## src/miss_cfg_pkg.sv

```systemverilog
// miss entry widths, entry field positions and vector types
package miss_cfg_pkg;

  // miss address and the cache block inside it
  localparam int addr_width_c = 32;
  localparam int block_offset_c = 4;

  // sequence id given to each accepted miss
  localparam int id_width_c = 8;

  // one fifo entry is {addr, id, prefetch}
  localparam int entry_width_c = addr_width_c + id_width_c + 1;

  localparam int entry_pf_bit_c = 0;
  localparam int entry_id_lsb_c = 1;
  localparam int entry_addr_lsb_c = id_width_c + 1;

  typedef logic [addr_width_c-1:0] addr_t;
  typedef logic [id_width_c-1:0] id_t;

endpackage

```

## src/miss_op_pkg.sv

```systemverilog
// miss fifo operation and miss handler state encodings
package miss_op_pkg;

  // how the consumer takes the presented entry
  //   op_dequeue    remove the entry, release the checkpoint when it is the oldest
  //   op_skip       leave the entry queued, move on
  //   op_invalidate remove the entry, keep it under the checkpoint
  typedef enum logic [1:0] {
    op_dequeue,
    op_skip,
    op_invalidate
  } fifo_op_e;

  // batch forming states of the handler
  typedef enum logic [1:0] {
    st_idle,
    st_scan,
    st_rollback
  } handler_state_e;

endpackage

```

## src/miss_collector.sv

```systemverilog
// miss collector: registers miss strobes, tags them with ids and counts drops
`timescale 1ns/1ps

module miss_collector (
  input  logic clk_i,
  input  logic reset_i,

  input  logic req_v_i,
  input  miss_cfg_pkg::addr_t req_addr_i,
  input  logic req_prefetch_i,

  input  logic fifo_ready_i,
  output logic fifo_v_o,
  output logic [miss_cfg_pkg::entry_width_c-1:0] fifo_data_o,

  output logic [15:0] drop_count_o
);

  logic req_v_r;
  miss_cfg_pkg::addr_t req_addr_r;
  logic req_pf_r;
  miss_cfg_pkg::id_t id_r;
  logic accept;
  logic drop;

  // the strobe is held for exactly one cycle
  always_ff @(posedge clk_i) begin
    if (reset_i) begin
      req_v_r <= 1'b0;
    end else begin
      req_v_r <= req_v_i;
    end
  end

  always_ff @(posedge clk_i) begin
    if (req_v_i) begin
      req_addr_r <= req_addr_i;
      req_pf_r <= req_prefetch_i;
    end
  end

  assign accept = req_v_r & fifo_ready_i;
  assign drop = req_v_r & ~fifo_ready_i;

  // ids only go to entries the fifo took
  always_ff @(posedge clk_i) begin
    if (reset_i) begin
      id_r <= '0;
      drop_count_o <= '0;
    end else begin
      if (accept) begin
        id_r <= id_r + 1'b1;
      end
      if (drop) begin
        drop_count_o <= drop_count_o + 16'd1;
      end
    end
  end

  assign fifo_v_o = req_v_r;
  assign fifo_data_o = {req_addr_r, id_r, req_pf_r};

  // a dropped miss must not consume an id
  a_no_id_on_drop: assert property (
    @(posedge clk_i) disable iff (reset_i)
    drop |=> $stable(id_r)
  ) else $error("miss_collector: id counter moved on a dropped request");

endmodule

```

## src/miss_fifo.sv

```systemverilog
// miss fifo: valid-bit slots, read/write/checkpoint pointers, scan ops, rollback
`timescale 1ns/1ps

module miss_fifo #(
  parameter int depth_p = 8
) (
  input  logic clk_i,
  input  logic reset_i,

  input  logic [miss_cfg_pkg::entry_width_c-1:0] data_i,
  input  logic v_i,
  output logic ready_o,

  output logic v_o,
  output logic [miss_cfg_pkg::entry_width_c-1:0] data_o,
  input  logic yumi_i,
  input  miss_op_pkg::fifo_op_e yumi_op_i,
  input  logic scan_not_dq_i,

  output logic empty_o,
  input  logic rollback_i
);

  localparam int ptr_width_lp = $clog2(depth_p);
  localparam int width_lp = miss_cfg_pkg::entry_width_c;

  logic [depth_p-1:0] valid_r, valid_n;
  logic [ptr_width_lp-1:0] rptr_r, rptr_n, wptr_r, cptr_r;
  logic [ptr_width_lp-1:0] rptr_plus1, rptr_plus2;
  logic rptr_valid, rptr_plus1_valid, rptr_plus2_valid, cptr_valid;
  logic at_cptr, rw_same, read_ahead;

  logic [width_lp-1:0] mem_r [depth_p];
  logic [width_lp-1:0] mem_data_r;
  logic mem_read_en, mem_read_en_r;
  logic [ptr_width_lp-1:0] mem_read_addr, mem_read_addr_r;

  logic [width_lp-1:0] data_r, data_n;
  logic v_r, v_n;

  logic enque, deque, inval, cptr_inc;
  logic enque_r, deque_r;
  logic full, empty, can_step;

  assign rptr_plus1 = rptr_r + ptr_width_lp'(1);
  assign rptr_plus2 = rptr_r + ptr_width_lp'(2);

  assign rptr_valid = valid_r[rptr_r];
  assign rptr_plus1_valid = valid_r[rptr_plus1];
  assign rptr_plus2_valid = valid_r[rptr_plus2];
  assign cptr_valid = valid_r[cptr_r];

  assign at_cptr = (rptr_r == cptr_r);
  assign rw_same = (rptr_plus1 == wptr_r);
  // next slot already fetched into the read register
  assign read_ahead = mem_read_en_r & (rptr_plus1 == mem_read_addr_r);

  // last pointer event tells full from empty when pointers meet
  assign full = enque_r & (cptr_r == wptr_r);
  assign empty = deque_r & (rptr_r == wptr_r);
  // a full queue of dead slots still has to be stepped through
  assign can_step = ~empty | (full & ~scan_not_dq_i);

  assign ready_o = ~full;
  assign empty_o = empty;
  assign enque = v_i & ready_o;

  assign v_o = v_r;
  assign data_o = data_r;

  // inferred 1r1w memory, synchronous read
  always_ff @(posedge clk_i) begin
    if (enque) begin
      mem_r[wptr_r] <= data_i;
    end
    if (mem_read_en) begin
      mem_data_r <= mem_r[mem_read_addr];
    end
  end

  always_comb begin
    valid_n = valid_r;
    if (enque) begin
      valid_n[wptr_r] = 1'b1;
    end
    if (inval) begin
      valid_n[rptr_r] = 1'b0;
    end
  end

  always_comb begin
    deque = 1'b0;
    inval = 1'b0;
    cptr_inc = 1'b0;
    rptr_n = rptr_r;
    mem_read_en = 1'b0;
    mem_read_addr = rptr_r;
    v_n = v_r;
    data_n = data_r;

    if (rollback_i) begin
      rptr_n = cptr_r;
      mem_read_en = cptr_valid;
      mem_read_addr = cptr_r;
    end else if (v_r) begin
      if (yumi_i) begin
        case (yumi_op_i)
          miss_op_pkg::op_dequeue: begin
            deque = 1'b1;
            inval = 1'b1;
            cptr_inc = at_cptr;
          end
          miss_op_pkg::op_skip: begin
            deque = 1'b1;
          end
          miss_op_pkg::op_invalidate: begin
            deque = 1'b1;
            inval = 1'b1;
          end
          default: begin
            deque = 1'b0;
          end
        endcase
        if (deque) begin
          rptr_n = rptr_plus1;
          mem_read_addr = read_ahead ? rptr_plus2 : rptr_plus1;
          mem_read_en = ~rw_same & (read_ahead ? rptr_plus2_valid : rptr_plus1_valid);
          v_n = rw_same ? enque : mem_read_en_r;
          if (rw_same) begin
            data_n = enque ? data_i : data_r;
          end else begin
            data_n = mem_read_en_r ? mem_data_r : data_r;
          end
        end
      end else begin
        // holding the head, fetch the one behind it
        mem_read_en = rptr_plus1_valid;
        mem_read_addr = rptr_plus1;
      end
    end else begin
      // step over slots removed earlier
      if (can_step && !rptr_valid) begin
        deque = 1'b1;
        cptr_inc = ~scan_not_dq_i;
        rptr_n = rptr_plus1;
      end
      mem_read_en = mem_read_en_r ? rptr_plus1_valid : rptr_valid;
      mem_read_addr = mem_read_en_r ? rptr_plus1 : rptr_r;
      v_n = empty ? enque : mem_read_en_r;
      if (empty) begin
        data_n = enque ? data_i : data_r;
      end else begin
        data_n = mem_read_en_r ? mem_data_r : data_r;
      end
    end
  end

  always_ff @(posedge clk_i) begin
    if (reset_i) begin
      valid_r <= '0;
      rptr_r <= '0;
      wptr_r <= '0;
      cptr_r <= '0;
      v_r <= 1'b0;
      mem_read_en_r <= 1'b0;
      mem_read_addr_r <= '0;
      enque_r <= 1'b0;
      deque_r <= 1'b1;
    end else begin
      valid_r <= valid_n;
      rptr_r <= rptr_n;
      if (enque) begin
        wptr_r <= wptr_r + ptr_width_lp'(1);
      end
      if (cptr_inc) begin
        cptr_r <= cptr_r + ptr_width_lp'(1);
      end
      v_r <= v_n;
      mem_read_en_r <= mem_read_en;
      if (mem_read_en) begin
        mem_read_addr_r <= mem_read_addr;
      end
      if (cptr_inc | enque) begin
        enque_r <= enque;
      end
      // after rollback the queue is empty only if no slot is live
      if (rollback_i) begin
        deque_r <= ~|valid_r;
      end else if (enque | deque) begin
        deque_r <= deque;
      end
    end
  end

  always_ff @(posedge clk_i) begin
    data_r <= data_n;
  end

  a_rollback_when_empty: assert property (
    @(posedge clk_i) disable iff (reset_i)
    rollback_i |-> empty_o
  ) else $error("miss_fifo: rollback while not empty");

  // enqueue never lands on a live entry
  a_no_overwrite: assert property (
    @(posedge clk_i) disable iff (reset_i)
    enque |-> !valid_r[wptr_r]
  ) else $error("miss_fifo: enqueue into an occupied slot");

  a_yumi_on_valid: assert property (
    @(posedge clk_i) disable iff (reset_i)
    yumi_i |-> v_o
  ) else $error("miss_fifo: yumi without valid output");

endmodule

```

## src/miss_handler.sv

```systemverilog
// miss handler: forms one batch per cache block and issues its demand misses
`timescale 1ns/1ps

module miss_handler (
  input  logic clk_i,
  input  logic reset_i,

  input  logic fifo_v_i,
  input  logic [miss_cfg_pkg::entry_width_c-1:0] fifo_data_i,
  input  logic fifo_empty_i,
  output logic fifo_yumi_o,
  output miss_op_pkg::fifo_op_e fifo_op_o,
  output logic scan_mode_o,
  output logic rollback_o,

  output logic serve_v_o,
  output miss_cfg_pkg::addr_t serve_addr_o,
  output miss_cfg_pkg::id_t serve_id_o,
  output logic batch_start_o
);

  miss_op_pkg::handler_state_e state_r, state_n;

  logic [miss_cfg_pkg::addr_width_c-1:miss_cfg_pkg::block_offset_c] block_r;
  miss_cfg_pkg::addr_t entry_addr;
  miss_cfg_pkg::id_t entry_id;
  logic entry_pf;
  logic same_block;
  logic issue;
  logic start;

  // entry fields
  assign entry_addr = fifo_data_i[miss_cfg_pkg::entry_addr_lsb_c +: miss_cfg_pkg::addr_width_c];
  assign entry_id = fifo_data_i[miss_cfg_pkg::entry_id_lsb_c +: miss_cfg_pkg::id_width_c];
  assign entry_pf = fifo_data_i[miss_cfg_pkg::entry_pf_bit_c];

  assign same_block =
    (entry_addr[miss_cfg_pkg::addr_width_c-1:miss_cfg_pkg::block_offset_c] == block_r);

  // fifo stays in scan mode until the batch is rolled back
  assign scan_mode_o = (state_r != miss_op_pkg::st_idle);

  always_comb begin
    state_n = state_r;
    fifo_yumi_o = 1'b0;
    fifo_op_o = miss_op_pkg::op_dequeue;
    rollback_o = 1'b0;
    issue = 1'b0;
    start = 1'b0;

    case (state_r)
      miss_op_pkg::st_idle: begin
        // head entry opens the batch
        if (fifo_v_i) begin
          fifo_yumi_o = 1'b1;
          fifo_op_o = miss_op_pkg::op_dequeue;
          issue = ~entry_pf;
          start = 1'b1;
          state_n = miss_op_pkg::st_scan;
        end
      end
      miss_op_pkg::st_scan: begin
        if (fifo_v_i) begin
          fifo_yumi_o = 1'b1;
          if (same_block) begin
            // the fill covers a prefetch of this block
            fifo_op_o = entry_pf ? miss_op_pkg::op_invalidate : miss_op_pkg::op_dequeue;
            issue = ~entry_pf;
          end else begin
            fifo_op_o = miss_op_pkg::op_skip;
          end
        end else if (fifo_empty_i) begin
          state_n = miss_op_pkg::st_rollback;
        end
      end
      miss_op_pkg::st_rollback: begin
        // a late enqueue reopens the scan first
        if (fifo_empty_i) begin
          rollback_o = 1'b1;
          state_n = miss_op_pkg::st_idle;
        end else begin
          state_n = miss_op_pkg::st_scan;
        end
      end
      default: begin
        state_n = miss_op_pkg::st_idle;
      end
    endcase
  end

  always_ff @(posedge clk_i) begin
    if (reset_i) begin
      state_r <= miss_op_pkg::st_idle;
      serve_v_o <= 1'b0;
      batch_start_o <= 1'b0;
    end else begin
      state_r <= state_n;
      serve_v_o <= issue;
      batch_start_o <= start;
    end
  end

  always_ff @(posedge clk_i) begin
    if (start) begin
      block_r <= entry_addr[miss_cfg_pkg::addr_width_c-1:miss_cfg_pkg::block_offset_c];
    end
    if (issue | start) begin
      serve_addr_o <= entry_addr;
      serve_id_o <= entry_id;
    end
  end

  // prefetch entries are consumed silently
  a_no_prefetch_served: assert property (
    @(posedge clk_i) disable iff (reset_i)
    (fifo_yumi_o && entry_pf) |=> !serve_v_o
  ) else $error("miss_handler: prefetch entry issued on serve port");

endmodule

```

## src/miss_unit_top.sv

```systemverilog
// miss unit top: collector, miss fifo and handler wired together
`timescale 1ns/1ps

module miss_unit_top #(
  parameter int depth_p = 8,
  parameter int addr_width_p = miss_cfg_pkg::addr_width_c
) (
  input  logic clk_i,
  input  logic reset_i,

  input  logic req_v_i,
  input  logic [addr_width_p-1:0] req_addr_i,
  input  logic req_prefetch_i,

  output logic serve_v_o,
  output logic [addr_width_p-1:0] serve_addr_o,
  output miss_cfg_pkg::id_t serve_id_o,
  output logic batch_start_o,
  output logic [15:0] drop_count_o
);

  logic fifo_v;
  logic [miss_cfg_pkg::entry_width_c-1:0] fifo_data;
  logic fifo_ready;
  logic fifo_out_v;
  logic [miss_cfg_pkg::entry_width_c-1:0] fifo_out_data;
  logic fifo_yumi;
  miss_op_pkg::fifo_op_e fifo_op;
  logic scan_mode;
  logic fifo_empty;
  logic rollback;

  // entry layout carries a fixed address field
  if (addr_width_p != miss_cfg_pkg::addr_width_c) begin : g_addr_width_check
    $error("miss_unit_top: addr_width_p must equal the entry address width");
  end

  miss_collector collector_i (
    .clk_i         (clk_i),
    .reset_i       (reset_i),
    .req_v_i       (req_v_i),
    .req_addr_i    (req_addr_i),
    .req_prefetch_i(req_prefetch_i),
    .fifo_ready_i  (fifo_ready),
    .fifo_v_o      (fifo_v),
    .fifo_data_o   (fifo_data),
    .drop_count_o  (drop_count_o)
  );

  miss_fifo #(
    .depth_p(depth_p)
  ) fifo_i (
    .clk_i        (clk_i),
    .reset_i      (reset_i),
    .data_i       (fifo_data),
    .v_i          (fifo_v),
    .ready_o      (fifo_ready),
    .v_o          (fifo_out_v),
    .data_o       (fifo_out_data),
    .yumi_i       (fifo_yumi),
    .yumi_op_i    (fifo_op),
    .scan_not_dq_i(scan_mode),
    .empty_o      (fifo_empty),
    .rollback_i   (rollback)
  );

  miss_handler handler_i (
    .clk_i        (clk_i),
    .reset_i      (reset_i),
    .fifo_v_i     (fifo_out_v),
    .fifo_data_i  (fifo_out_data),
    .fifo_empty_i (fifo_empty),
    .fifo_yumi_o  (fifo_yumi),
    .fifo_op_o    (fifo_op),
    .scan_mode_o  (scan_mode),
    .rollback_o   (rollback),
    .serve_v_o    (serve_v_o),
    .serve_addr_o (serve_addr_o),
    .serve_id_o   (serve_id_o),
    .batch_start_o(batch_start_o)
  );

endmodule

```

## config.mk

```make
export PLATFORM = sky130hd
export DESIGN_NAME = miss_unit_top
export DESIGN_NICKNAME = d
export VERILOG_FILES = /design/src/miss_cfg_pkg.sv /design/src/miss_op_pkg.sv /design/src/miss_collector.sv /design/src/miss_fifo.sv /design/src/miss_handler.sv /design/src/miss_unit_top.sv
export SDC_FILE = /design/constraint.sdc
export NUM_CORES = 1
export LEC_CHECK = 0
export ABC_AREA = 1
export BUFFER_PORTS_ARGS = -buffer_cell sky130_fd_sc_hd__buf_2
export CAP_MARGIN = 20
export CORE_UTILIZATION = 62
export CTS_CLUSTER_SIZE = 28
export DETAILED_ROUTE_END_ITERATION = 8
export PLACE_DENSITY = 0.8
export SETUP_SLACK_MARGIN = 0.3
export SYNTH_ARGS = -nofsm -noshare
export SYNTH_HDL_FRONTEND = slang
export SYNTH_SLANG_ARGS = --single-unit
```

## constraint.sdc

```tcl
create_clock -name clk_i -period 7.3 [get_ports clk_i]
set_input_delay 1.46 -clock clk_i [delete_from_list [all_inputs] [get_ports clk_i]]
set_output_delay 1.46 -clock clk_i [all_outputs]
set_load 0.05 [all_outputs]
```

# After elaboration in Yosys (flattened, before gate mapping)
# Memories as Yosys holds them, arrays and structs flattened. A register that Yosys moved wholly into a read port is not among the register bits.
# Cells that the tools add are included.
[word_totals]
register_bits = 195
memories = 1
in_bits = 36
ramBits = 328
[memory_table]
columns = ["name", "depth", "width", "read_ports", "rd_ports_with_merged_regs", "write_ports", "line", "rtl"]
rows = [
  ["fifo_i.mem_r", 8, 41, 1, 1, 1, "miss_fifo.sv:33", "logic [width_lp-1:0] mem_r [depth_p];"],
]
[op_classes]
reduce_logical = 17
muxes = 82
n_bitwise = 20
addsub = 6
eq_ne = 17
order_cmp = 7
[op_table]
columns = ["operator", "count"]
rows = [
  ["2-to-1 mux 41 bit", 7],
  ["2-to-1 mux 1 bit", 47],
  ["2-to-1 mux 3 bit", 11],
  ["equality test 28 bit", 1],
  ["less-than comparator 3 x 4 -> 1 bit, second input constant", 5],
  ["adder 16 x 1 -> 16 bit, second input constant", 1],
  ["2-to-1 mux 8 bit", 2],
  ["equality test 3 bit", 5],
  ["2-to-1 mux 2 bit", 7],
  ["binary-select mux 1 bit (select 3 bit)", 4],
  ["adder 3 x 1 -> 3 bit, second input constant", 3],
  ["AND reduction 3 bit", 3],
  ["adder 8 x 1 -> 8 bit, second input constant", 1],
  ["AND 8 bit", 1],
  ["inequality test 2 bit, second input constant", 4],
  ["inverter 8 bit", 1],
  ["bitwise OR 8 bit", 1],
  ["OR reduction 8 bit", 1],
  ["AND 1 bit", 7],
  ["demux 1 bit (select 3 bit)", 2],
  [">= comparator 3 x 1 -> 1 bit, second input constant", 2],
  ["inverter 1 bit", 6],
  ["case mux 2 bit (3 select lines)", 1],
  ["equality test 2 x 1 -> 1 bit, second input constant", 2],
  ["14 further kinds", 24],
]

# Logic depth before layout (Yosys ltp)
# Gate-level depths: netlist of run 1.
[logic_depth]
ltp_word = 16
mapped_depth = 17
ltp_nobuf = 15

# Modules after synthesis
# From an unflattened synthesis of run 1, not the netlist that was laid out.
[hier_totals]
hier_cells = 2539
area_unflattened_um2 = 25156.6
[by_module_without_submodules]
columns = ["mod", "cells_each", "seq_area_each_um2", "area_each_um2", "n_inst"]
rows = [
  ["miss_fifo", 2087, 12792.3, 20158.1, 1],
  ["miss_handler", 244, 2122.0, 2801.4, 1],
  ["miss_collector", 208, 1491.4, 2197.1, 1],
]

# Worst setup path after synthesis of run 1
# OpenSTA, ideal clock, no wires.
[synth_timing]
path_kind = "flip-flop to flip-flop"
from = "register fifo_i.v_r (netlist: fifo_i.v_o)"
to = "register handler_i.serve_addr_o[0] (enable)"
path_stages_with_launch = 5
arrival_time_ps = 4862
n_path_buf = 0
slack_ps = 1944
setup_ps = 493
required_ps = 6807
cell_sequence = "dfxtp_1 -> inv_1 -> nor2_1 -> a31oi_1 -> o21ai_0"
[synth_via]
elab_chain_cells = 3
elab_cells_between_ends = 6
cone_classes = "mux (5); bitwise (1)"
[synth_rtl]
columns = ["element", "line", "rtl"]
rows = [
  ["from (decl)", "miss_fifo.sv:39", "logic v_r, v_n;"],
  ["from (signal assigned)", "miss_fifo.sv:178", "v_r <= v_n;"],
  ["2-to-1 mux 1 bit", "miss_handler.sv:54", "if (fifo_v_i) begin"],
  ["2-to-1 mux 1 bit", "miss_handler.sv:51", "case (state_r)"],
  ["via handler_i.start", "miss_handler.sv:30", "logic start;"],
  ["bitwise OR 1 bit", "miss_handler.sv:107", "if (issue | start) begin"],
  ["to (signal assigned)", "miss_handler.sv:108", "serve_addr_o <= entry_addr;"],
  ["to (decl)", "miss_handler.sv:17", "output miss_cfg_pkg::addr_t serve_addr_o,"],
]
# The timed path passes the listed nets, and every way through them passes these cells.
# A chain may end at the register's enable or synchronous reset.

# Worst setup path in the final report of run 1
[layout_timing]
from = "register fifo_i.rptr_r[1]"
to = "register fifo_i.mem_data_r[0], read port of fifo_i.mem_r, data pin"
[layout_via]
elab_chain_cells = 9
elab_cells_between_ends = 29
cone_classes = "add/sub (2); eq/ne (3); mux (20); bitwise (4)"
[layout_rtl]
columns = ["element", "line", "rtl"]
rows = [
  ["from (decl)", "miss_fifo.sv:28", "logic [ptr_width_lp-1:0] rptr_r, rptr_n, wptr_r, cptr_r;"],
  ["from (signal assigned)", "miss_fifo.sv:171", "rptr_r <= rptr_n;"],
  ["adder 3 x 1 -> 3 bit or adder 3 x 2 -> 3 bit (tied branches)", "miss_fifo.sv:45, miss_fifo.sv:46", ""],
  ["binary-select mux 1 bit (select 3 bit), or another cell as far along", "miss_fifo.sv:49", "assign rptr_plus1_valid = valid_r[rptr_plus1];"],
  ["2-to-1 mux 1 bit (not written as such), or another cell as far along", "miss_fifo.sv:49", ""],
  ["2-to-1 mux 1 bit", "miss_fifo.sv:127", "mem_read_en = ~rw_same & (read_ahead ? rptr_plus2_valid : rptr_plus1_valid);"],
  ["AND 1 bit", "miss_fifo.sv:127", ""],
  ["2-to-1 mux 1 bit", "miss_fifo.sv:124", "if (deque) begin"],
  ["2-to-1 mux 1 bit", "miss_fifo.sv:106", "if (yumi_i) begin"],
  ["2-to-1 mux 1 bit", "miss_fifo.sv:105", "end else if (v_r) begin"],
  ["2-to-1 mux 1 bit", "miss_fifo.sv:101", "if (rollback_i) begin"],
  ["to (decl)", "miss_fifo.sv:34", "logic [width_lp-1:0] mem_data_r;"],
]
# Parallel ways exist; a longest one is shown, timed or not. The select of a mux whose other input is x is not followed.

==> summary.md, run 1 <==
| Metric | Value |
|---|---|
| Setup tns final | 0 ps |
| Max Fclk | 0.221 GHz |
| DIE AREA | 41200 µm² |
| Post-synth ARST share | 0% |
| IO Count | 94 |
| Pwr Density | 453 nW/µm² |
| Area delta synth->final | 9.56% |
| Rel. slew slack | 26.2% |
| Required @ worst endpoint | 7650 ps |
| Clock group share of total power | 21.4% |
| Hold buffers post-CTS | 0 |
| Main synth FF type | edfxtp_1 |
| Site Rows | 73 |
| Status | complete, no violations |
| Largest family of logic cells by synthesized area | simple AND/OR/NAND/NOR gates |
| Area share of xor/xnor cells in the synthesized design | 1.12% |
| Initial antenna violation count | 0 |
| Setup CP Type | flop to flop |
| First-pass GRT wire length | 92200 µm |
| Post-synth top area share | 61.2% |
| Die width | 203 µm |
| CTS tree | done |
| Number of flops mapped to enable cells by yosys | 511 |
| DR pass1 iterations | 6 |
| Hold_ws | 450 ps |
| Multi-input logic area | 6390 µm² |
| Vias per cell | 5.84 |
| Mapped Avg Cell Area | 10.3 µm² |
| Leak Pwr | 11.5 nW |
| Seq cells post-synth | 564 |
| Post-Syn Nets | 2472 |
| Clock Latency Late Sink | 610 ps |
| DR iter-0 viols | 1870 |
| Max Root-Sink Buffers | 3 |
| Combinational Power Share | 40.9% |
| Top post-synthesis cells by area | edfxtp_1 61%, nand3_1 9.6%, nand2_1 6.6%, inv_1 6.3%, dfxtp_1 4.2% |
| Yosys warnings | 0 |
| PortBufs | 93 |
| Post-cts gate resize count | 0 |
| Post-route ant nets | 0 |
| Share of cells above drive strength 1 | 9.49% |
| Final setup fails | 0 |
| Distinct cells, synth | 38 |
| Critical path launch point type | flop |
| Clk_skew | 17.0 ps |
| Overall power | 12.4 mW |
| Placed inst area | 25700 µm² |
| Post-CTS setup buffer count | 0 |
| Post-Syn Area | 25100 µm² |
| Top-count cell post-synth | edfxtp_1 |
| Worst vdd ir | 0.000492 V |
| Core Region | 39800 µm² |
| Fill cells | 2846 |
| Final Hold Viols | 0 |
| Overall Global Routing Usage | 29.1% |
| Worst-margin pin slew | 1110 ps |
| Core Util, Final | 68.9% |
| Crit. End Element | flop |
| Design Area, Final | 27400 µm² |
| Clk slew on worst S/H paths | 60 ps |
| Simple-gate portion of the synthesized area | 18.5% |
| Num Clock Sinks | 564 |
| Compound-gate portion of the synthesized area | 5.00% |
| Hold Crit Class | flop to flop |
| Final period util | 62.1% |
| RSZ-0062 raised after global routing | false |
| Adder-Cell Fraction of Synth Area | 0.449% |
| Switching share of power | 41.4% |
| GP Congestion | 0.906 |
| ANT cells | 0 |
| Sequential area share after synthesis | 65.5% |
| Gr ovfl total | 0 |
| Nets@finish | 2519 |
| Reg power frac | 37.8% |
| CP max FO | 44 |
| WP data arrival | 4880 ps |
| CTS H-tree lvls | 2 |
| Largest area contributor in the netlist | edfxtp_1 |
| Starting Density | 62.9% |
| Register area | 16400 µm² |
| Final wirelength | 59200 µm |
| DRC Markers | 0 |
| Internal power component | 7.29 mW |
| Hpwl dp | 31200 µm |
| Largest net degree at the start of global routing | 94 |
| Number of global-route vias before repair | 17.2k |
| Max Cap Viol | 0 |
| Final worst path period need | 4530 ps |
| Clk root buf | clkbuf_16 |
| Mux share of post-synthesis cell area | 0% |
| Die Span Y | 203 µm |
| Via count | 17.8k |
| Psw | 5.16 mW |
| Routed len/inst | 19.5 µm |
| Final count of pins violating max slew | 0 |
| Post-Synthesis Cells | 2427 |
| Num CTS Buffers | 55 |
| Commonest cells in the netlist | 511 x edfxtp_1, 480 x nand3_1, 443 x nand2_1 |
[registers in the layout, indices dropped and copies added (netlist names), 8 cells and up]
name / count
handler_i.serve_id_o: 8
fifo_i.mem_data_r: 41
handler_i.serve_addr_o: 32
collector_i.req_addr_r: 32
fifo_i.data_o: 41
collector_i.drop_count_o: 16
fifo_i.valid_r: 8
collector_i.id_r: 8
fifo_i.mem_r: 328
handler_i.block_r: 28
[layout make-up]
class | instances | share of cell area [%]
clock buffer | 75 | 5.36
inverter | 435 | 5.96
sequential | 564 | 59.8
timing repair buffer | 119 | 2.53
tap | 525 | 2.39
clock inverter | 26 | 0.702
multi-input combinational | 1299 | 23.3
[critical path, stage by stage (launching register included)]
cell and delay, ps:
dfxtp_1 610, ha_1 440, nand2_1 120, o21ai_0 110, nor2_2 240, nand4_1 120, nand3_1 100, nand2_1 60
nand2_2 610, clkinv_2 830, buf_4 580, nand3_1 180, nand2_1 90, nand2_1 70, nand2_1 90
[metrics by stage]
stage / worst slack, ps / instances
final: 2770 / 3043
after global routing: 2590 / 3043
after CTS: 2840 / 3041
after detailed placement: 2840 / 2940
after global placement: 3110 / 2940
after floorplan: 1940 / 2427
[layer usage]
metal,vias to the layer above,wire [µm],GRT usage [%]
li1,8232,-,-
met1,8387,22700,37.9
met2,1001,28900,48.8
met3,152,5420,3.98
met4,0,2180,12.7
met5,-,0,0
[layout by cell type (no fill, tap or decap), types with 2 or more instances in the layout]
cell        count
nor3_1         12
clkinvlp_4      2
inv_1         421
nor2_1         52
nand2_1       441
buf_4          24
nor4_1          3
clkinv_2       12
a211oi_1        2
a21oi_1        37
clkbuf_16      55
clkbuf_8        2
nor2_4         10
nor2_2          4
dfxtp_1        53
or2_2           4
a31oi_1        11
bufinv_16       2
nand3_1       480
nor3b_1         2
ha_1            9
nand4_1        11
o21ai_1         3
o211ai_1       41
xor2_1          4
nand3_4         4
nand2_4         2
buf_2          93
clkinv_1       10
o21ai_0       125
nand2_2         6
inv_2          11
edfxtp_1      511
xnor2_1        28
clkbuf_1       18
[final timing paths]
check	from	to	slack, ps	cells past startpoint
min reg2reg	fifo_i.data_o[9]$_DFFE_PP_	handler_i.serve_addr_o[0]$_DFFE_PP_	450	0
max reg2reg	fifo_i.rptr_r[1]$_SDFFE_PP0P_	fifo_i.mem_data_r[0]$_DFFE_PP_	2770	14
max	fifo_i.rptr_r[1]$_SDFFE_PP0P_	fifo_i.mem_data_r[0]$_DFFE_PP_	2770	14
min	fifo_i.data_o[9]$_DFFE_PP_	handler_i.serve_addr_o[0]$_DFFE_PP_	450	0
[cell families after synthesis]
kind of cell,Yosys count
compound gates,224
fa+ha+maj,9
xor+xnor,32
simple gates,1034
flops,564
buf+inv,564
[power groups by stage]
stage / Sequential, mW / Combinational, mW / Clock, mW
finish: 4.70 / 5.09 / 2.66
global placement: 4.74 / 4.74 / 0
detailed placement: 4.77 / 4.95 / 0
floorplan: 5.00 / 3.59 / 0
CTS: 4.70 / 5.01 / 2.69
global route: 4.75 / 5.60 / 2.81
No activity file was read; power rests on OpenSTA's default activity.
==> inputs of run 2 (changes only) <==
--- a/config.mk
+++ b/config.mk
@@ -5,13 +5,13 @@
 export SDC_FILE = /design/constraint.sdc
 export NUM_CORES = 1
 export LEC_CHECK = 0
-export ABC_AREA = 1
+export ABC_AREA = 0
 export BUFFER_PORTS_ARGS = -buffer_cell sky130_fd_sc_hd__buf_2
 export CAP_MARGIN = 20
-export CORE_UTILIZATION = 62
+export CORE_UTILIZATION = 61
 export CTS_CLUSTER_SIZE = 28
 export DETAILED_ROUTE_END_ITERATION = 8
-export PLACE_DENSITY = 0.8
+export PLACE_DENSITY = 0.79
 export SETUP_SLACK_MARGIN = 0.3
 export SYNTH_ARGS = -nofsm -noshare
 export SYNTH_HDL_FRONTEND = slang
==> constraint.sdc (replaced) <==
create_clock -name clk_i -period 4.6 [get_ports clk_i]
set_input_delay 0.92 -clock clk_i [delete_from_list [all_inputs] [get_ports clk_i]]
set_output_delay 0.92 -clock clk_i [all_outputs]
set_load 0.05 [all_outputs]
==> summary.md, run 2 <==
| Metric | Value |
|---|---|
| Status | complete, no violations |
| Worst vdd ir | 0.000782 V (+59%) |
| Final wirelength | 50400 µm (-15%) |
| ANT cells | 0 (unchanged) |
| Top-count cell post-synth | edfxtp_1 |
| Routed len/inst | 25.1 µm (+29%) |
| Die Span Y | 194 µm (-4.6%) |
| Critical path launch point type | flop |
| Number of global-route vias before repair | 12.9k (-25%) |
| Commonest non-fill, non-tap cell in the layout | edfxtp_1 |
| Worst-margin pin slew | 1050 ps (-50.5 ps) |
| WP data arrival | 4040 ps (-840 ps) |
| Post-CTS setup buffer count | 0 (unchanged) |
| Grt met3 use | 4.33% (+0.35 points) |
| Leak Pwr | 9.11 nW (-21%) |
| Clock Latency Late Sink | 620 ps (about the same) |
| Largest area contributor in the netlist | edfxtp_1 |
| Area delta synth->final | 13.9% |
| Main synth FF type | edfxtp_1 |
| Max Fclk | 0.271 GHz (+23%) |
| Final period util | 80.1% (+18 points) |
| GR Util met2 | 44.9% (-3.9 points) |
| Clk root buf | clkbuf_16 |
| Pwr Density | 726 nW/µm² (+60%) |
| Distinct cells, synth | 63 (+66%) |
| Post-Syn Nets | 1444 (-42%) |
| Initial antenna violation count | 0 (unchanged) |
| Post-Syn Area | 22400 µm² (-10%) |
| Hold buffers post-CTS | 0 (unchanged) |
| Rel. slew slack | 29.7% (+3.5 points) |
| Num CTS Buffers | 54 (-1.8%) |
| Clock group share of total power | 25.8% (+4.4 points) |
| DR iter-0 viols | 1019 (-46%) |
| Final setup fails | 0 (unchanged) |
| Core Util, Final | 71.3% (+2.4 points) |
| Internal power component | 12.0 mW (+65%) |
| GP Congestion | 0.848 (-6.4%) |
| Overall power | 18.5 mW (+49%) |
| Reg power frac | 40.0% (+2.2 points) |
| Core Region | 35800 µm² (-10%) |
| Hold_ws | 449 ps (-1.24 ps) |
| Final Hold Viols | 0 (unchanged) |
| Commonest non-fill, non-tap cells in the layout | 511 x edfxtp_1, 134 x mux2i_1, 130 x nor2_1 |
| Sequential area share after synthesis | 73.2% (+7.7 points) |
| Hold Crit Class | flop to flop |
| Number of flops mapped to enable cells by yosys | 511 (unchanged) |
| Clk slew on worst S/H paths | 70 ps (about the same) |
| Yosys warnings | 0 (unchanged) |
| Mapped Avg Cell Area | 16.0 µm² (+55%) |
| Gr busiest metal | met2 |
| Max Root-Sink Buffers | 3 (unchanged) |
| Largest register FFs | 328 (unchanged) |
| GRT met1 Usage | 36.5% (-1.4 points) |
| CTS tree | done |
| Num Clock Sinks | 564 (unchanged) |
| Post-Synthesis Cells | 1399 (-42%) |
| Post-route ant nets | 0 (unchanged) |
| Top post-synthesis cells by area | edfxtp_1 68%, mux2i_1 6.0%, dfxtp_1 4.7%, a221oi_2 2.7%, nor2_1 2.3% |
| Nets@finish | 1545 (-39%) |
| Switching share of power | 35.0% (-6.4 points) |
| First-pass GRT wire length | 76300 µm (-17%) |
| Hpwl dp | 27800 µm (-11%) |
| Post-synth top area share | 68.4% (+7.2 points) |
| Site Rows | 69 (-5.5%) |
| Starting Density | 62.6% (-0.32 points) |
| CTS H-tree lvls | 2 (unchanged) |
| Gr ovfl total | 0 (unchanged) |
| Clk_skew | 36.5 ps (+19.6 ps) |
| Crit. End Element | flop |
| Reg with most FFs | fifo_i.mem_r |
| Setup tns final | 0 ps (unchanged) |
| Commonest cells in the netlist | 511 x edfxtp_1, 139 x nor2_1, 134 x mux2i_1 |
| Max Cap Viol | 0 (unchanged) |
| Largest net degree at the start of global routing | 55 (-41%) |
| DR pass1 iterations | 7 (+1) |
| Seq cells post-synth | 564 (unchanged) |
| CP max FO | 40 (-9.1%) |
| Setup CP Type | flop to flop |
| Psw | 6.50 mW (+26%) |
| Overall Global Routing Usage | 27.1% (-1.9 points) |
| DRC Markers | 0 (unchanged) |
| Post-cts gate resize count | 0 (unchanged) |
| IO Count | 94 (unchanged) |
| Combinational Power Share | 34.2% (-6.7 points) |
| RSZ-0062 raised after global routing | false |
| Final count of pins violating max slew | 0 (unchanged) |
| DIE AREA | 37500 µm² (-8.9%) |
| Required @ worst endpoint | 4950 ps (-2700 ps) |
| Final worst path period need | 3680 ps (-848 ps) |
| Via count | 12.8k (-28%) |
| PortBufs | 93 (unchanged) |
| Die width | 194 µm (-4.6%) |
| Share of cells above drive strength 1 | 19.4% (+9.9 points) |
| Post-synth ARST share | 0% (unchanged) |
| Vias per cell | 6.39 (+9.4%) |
run 2: changes by cell type in the layout (fill, tap and decap cells not counted), sizes merged, moves of 31 or more:
cell    before  now
o211ai      41    1
xor2         4   35
a221oi       0   41
nor2        66  140
nand3      485   19
o22ai        1   44
o21ai      129    6
mux2i        0  134
a32o         0   41
nand2      449  102
inv        435   10
run 2: worst paths after layout:
| check | startpoint | endpoint | slack [ps] | depth (start not counted) |
|---|---|---|---|---|
| worst max-delay path | fifo_i.rptr_r[0]$_SDFFE_PP0P_ | fifo_i.mem_data_r[22]$_DFFE_PP_ | 920 | 9 |
| worst min-delay path | fifo_i.data_o[1]$_DFFE_PP_ | handler_i.serve_id_o[0]$_DFFE_PP_ | 450 | 0 |
| worst max register to register | fifo_i.rptr_r[0]$_SDFFE_PP0P_ | fifo_i.mem_data_r[22]$_DFFE_PP_ | 920 | 9 |
| worst min register to register | fifo_i.data_o[1]$_DFFE_PP_ | handler_i.serve_id_o[0]$_DFFE_PP_ | 450 | 0 |
run 2: stage by stage:
| stage | cells | setup WS, ps | area (µm²) |
|---|---|---|---|
| after floorplan | 1399 | 853 | 22400 |
| after global placement | 1905 | 1090 | 23600 |
| after detailed placement | 1905 | 977 | 23600 |
| after CTS | 2007 | 978 | 25600 |
| after global routing | 2007 | 735 | 25600 |
| final | 2007 | 915 | 25600 |
run 2: cell families after synthesis:
| group | synth area share (%) |
|---|---|
| mux | 7.09 |
| buf+inv | 1.99 |
| fa+ha+maj | 0.502 |
| simple gates | 6.64 |
| compound gates | 7.60 |
| flops | 73.2 |
| xor+xnor | 3.02 |
run 2: cell type report:
type / count / area (µm²)
Sequential cell: 564 / 16400
Fill cell: 2208 / 10300
Multi-Input combinational cell: 744 / 5710
Clock buffer: 60 / 1420
Timing Repair Buffer: 126 / 863
Tap cell: 461 / 577
Clock inverter: 42 / 546
Inverter: 10 / 37.5
run 2: critical path: stages, from the launching register on:
cell      delay [ps]
dfxtp_1          600
ha_1             410
xor2_1           440
nor4_4           160
or4_1            500
and4b_1          300
nor2_4           110
buf_4            550
a32o_1           290
a221oi_2          60
run 2: power groups by stage:
stage / clock [mW] / sequential [mW] / combinational, mW
finish: 4.79 / 7.42 / 6.34
global route: 5.02 / 7.49 / 6.72
CTS: 4.84 / 7.41 / 6.32
detailed placement: 0 / 7.50 / 6.24
global placement: 0 / 7.47 / 6.08
floorplan: 0 / 7.76 / 4.22
run 2: routing by layer:
| layer | vias up | routed length (µm) |
|---|---|---|
| met5 | - | 0 |
| met1 | 6496 | 20100 |
| met4 | 0 | 1560 |
| met2 | 583 | 25000 |
| met3 | 117 | 3710 |
| li1 | 5626 | - |
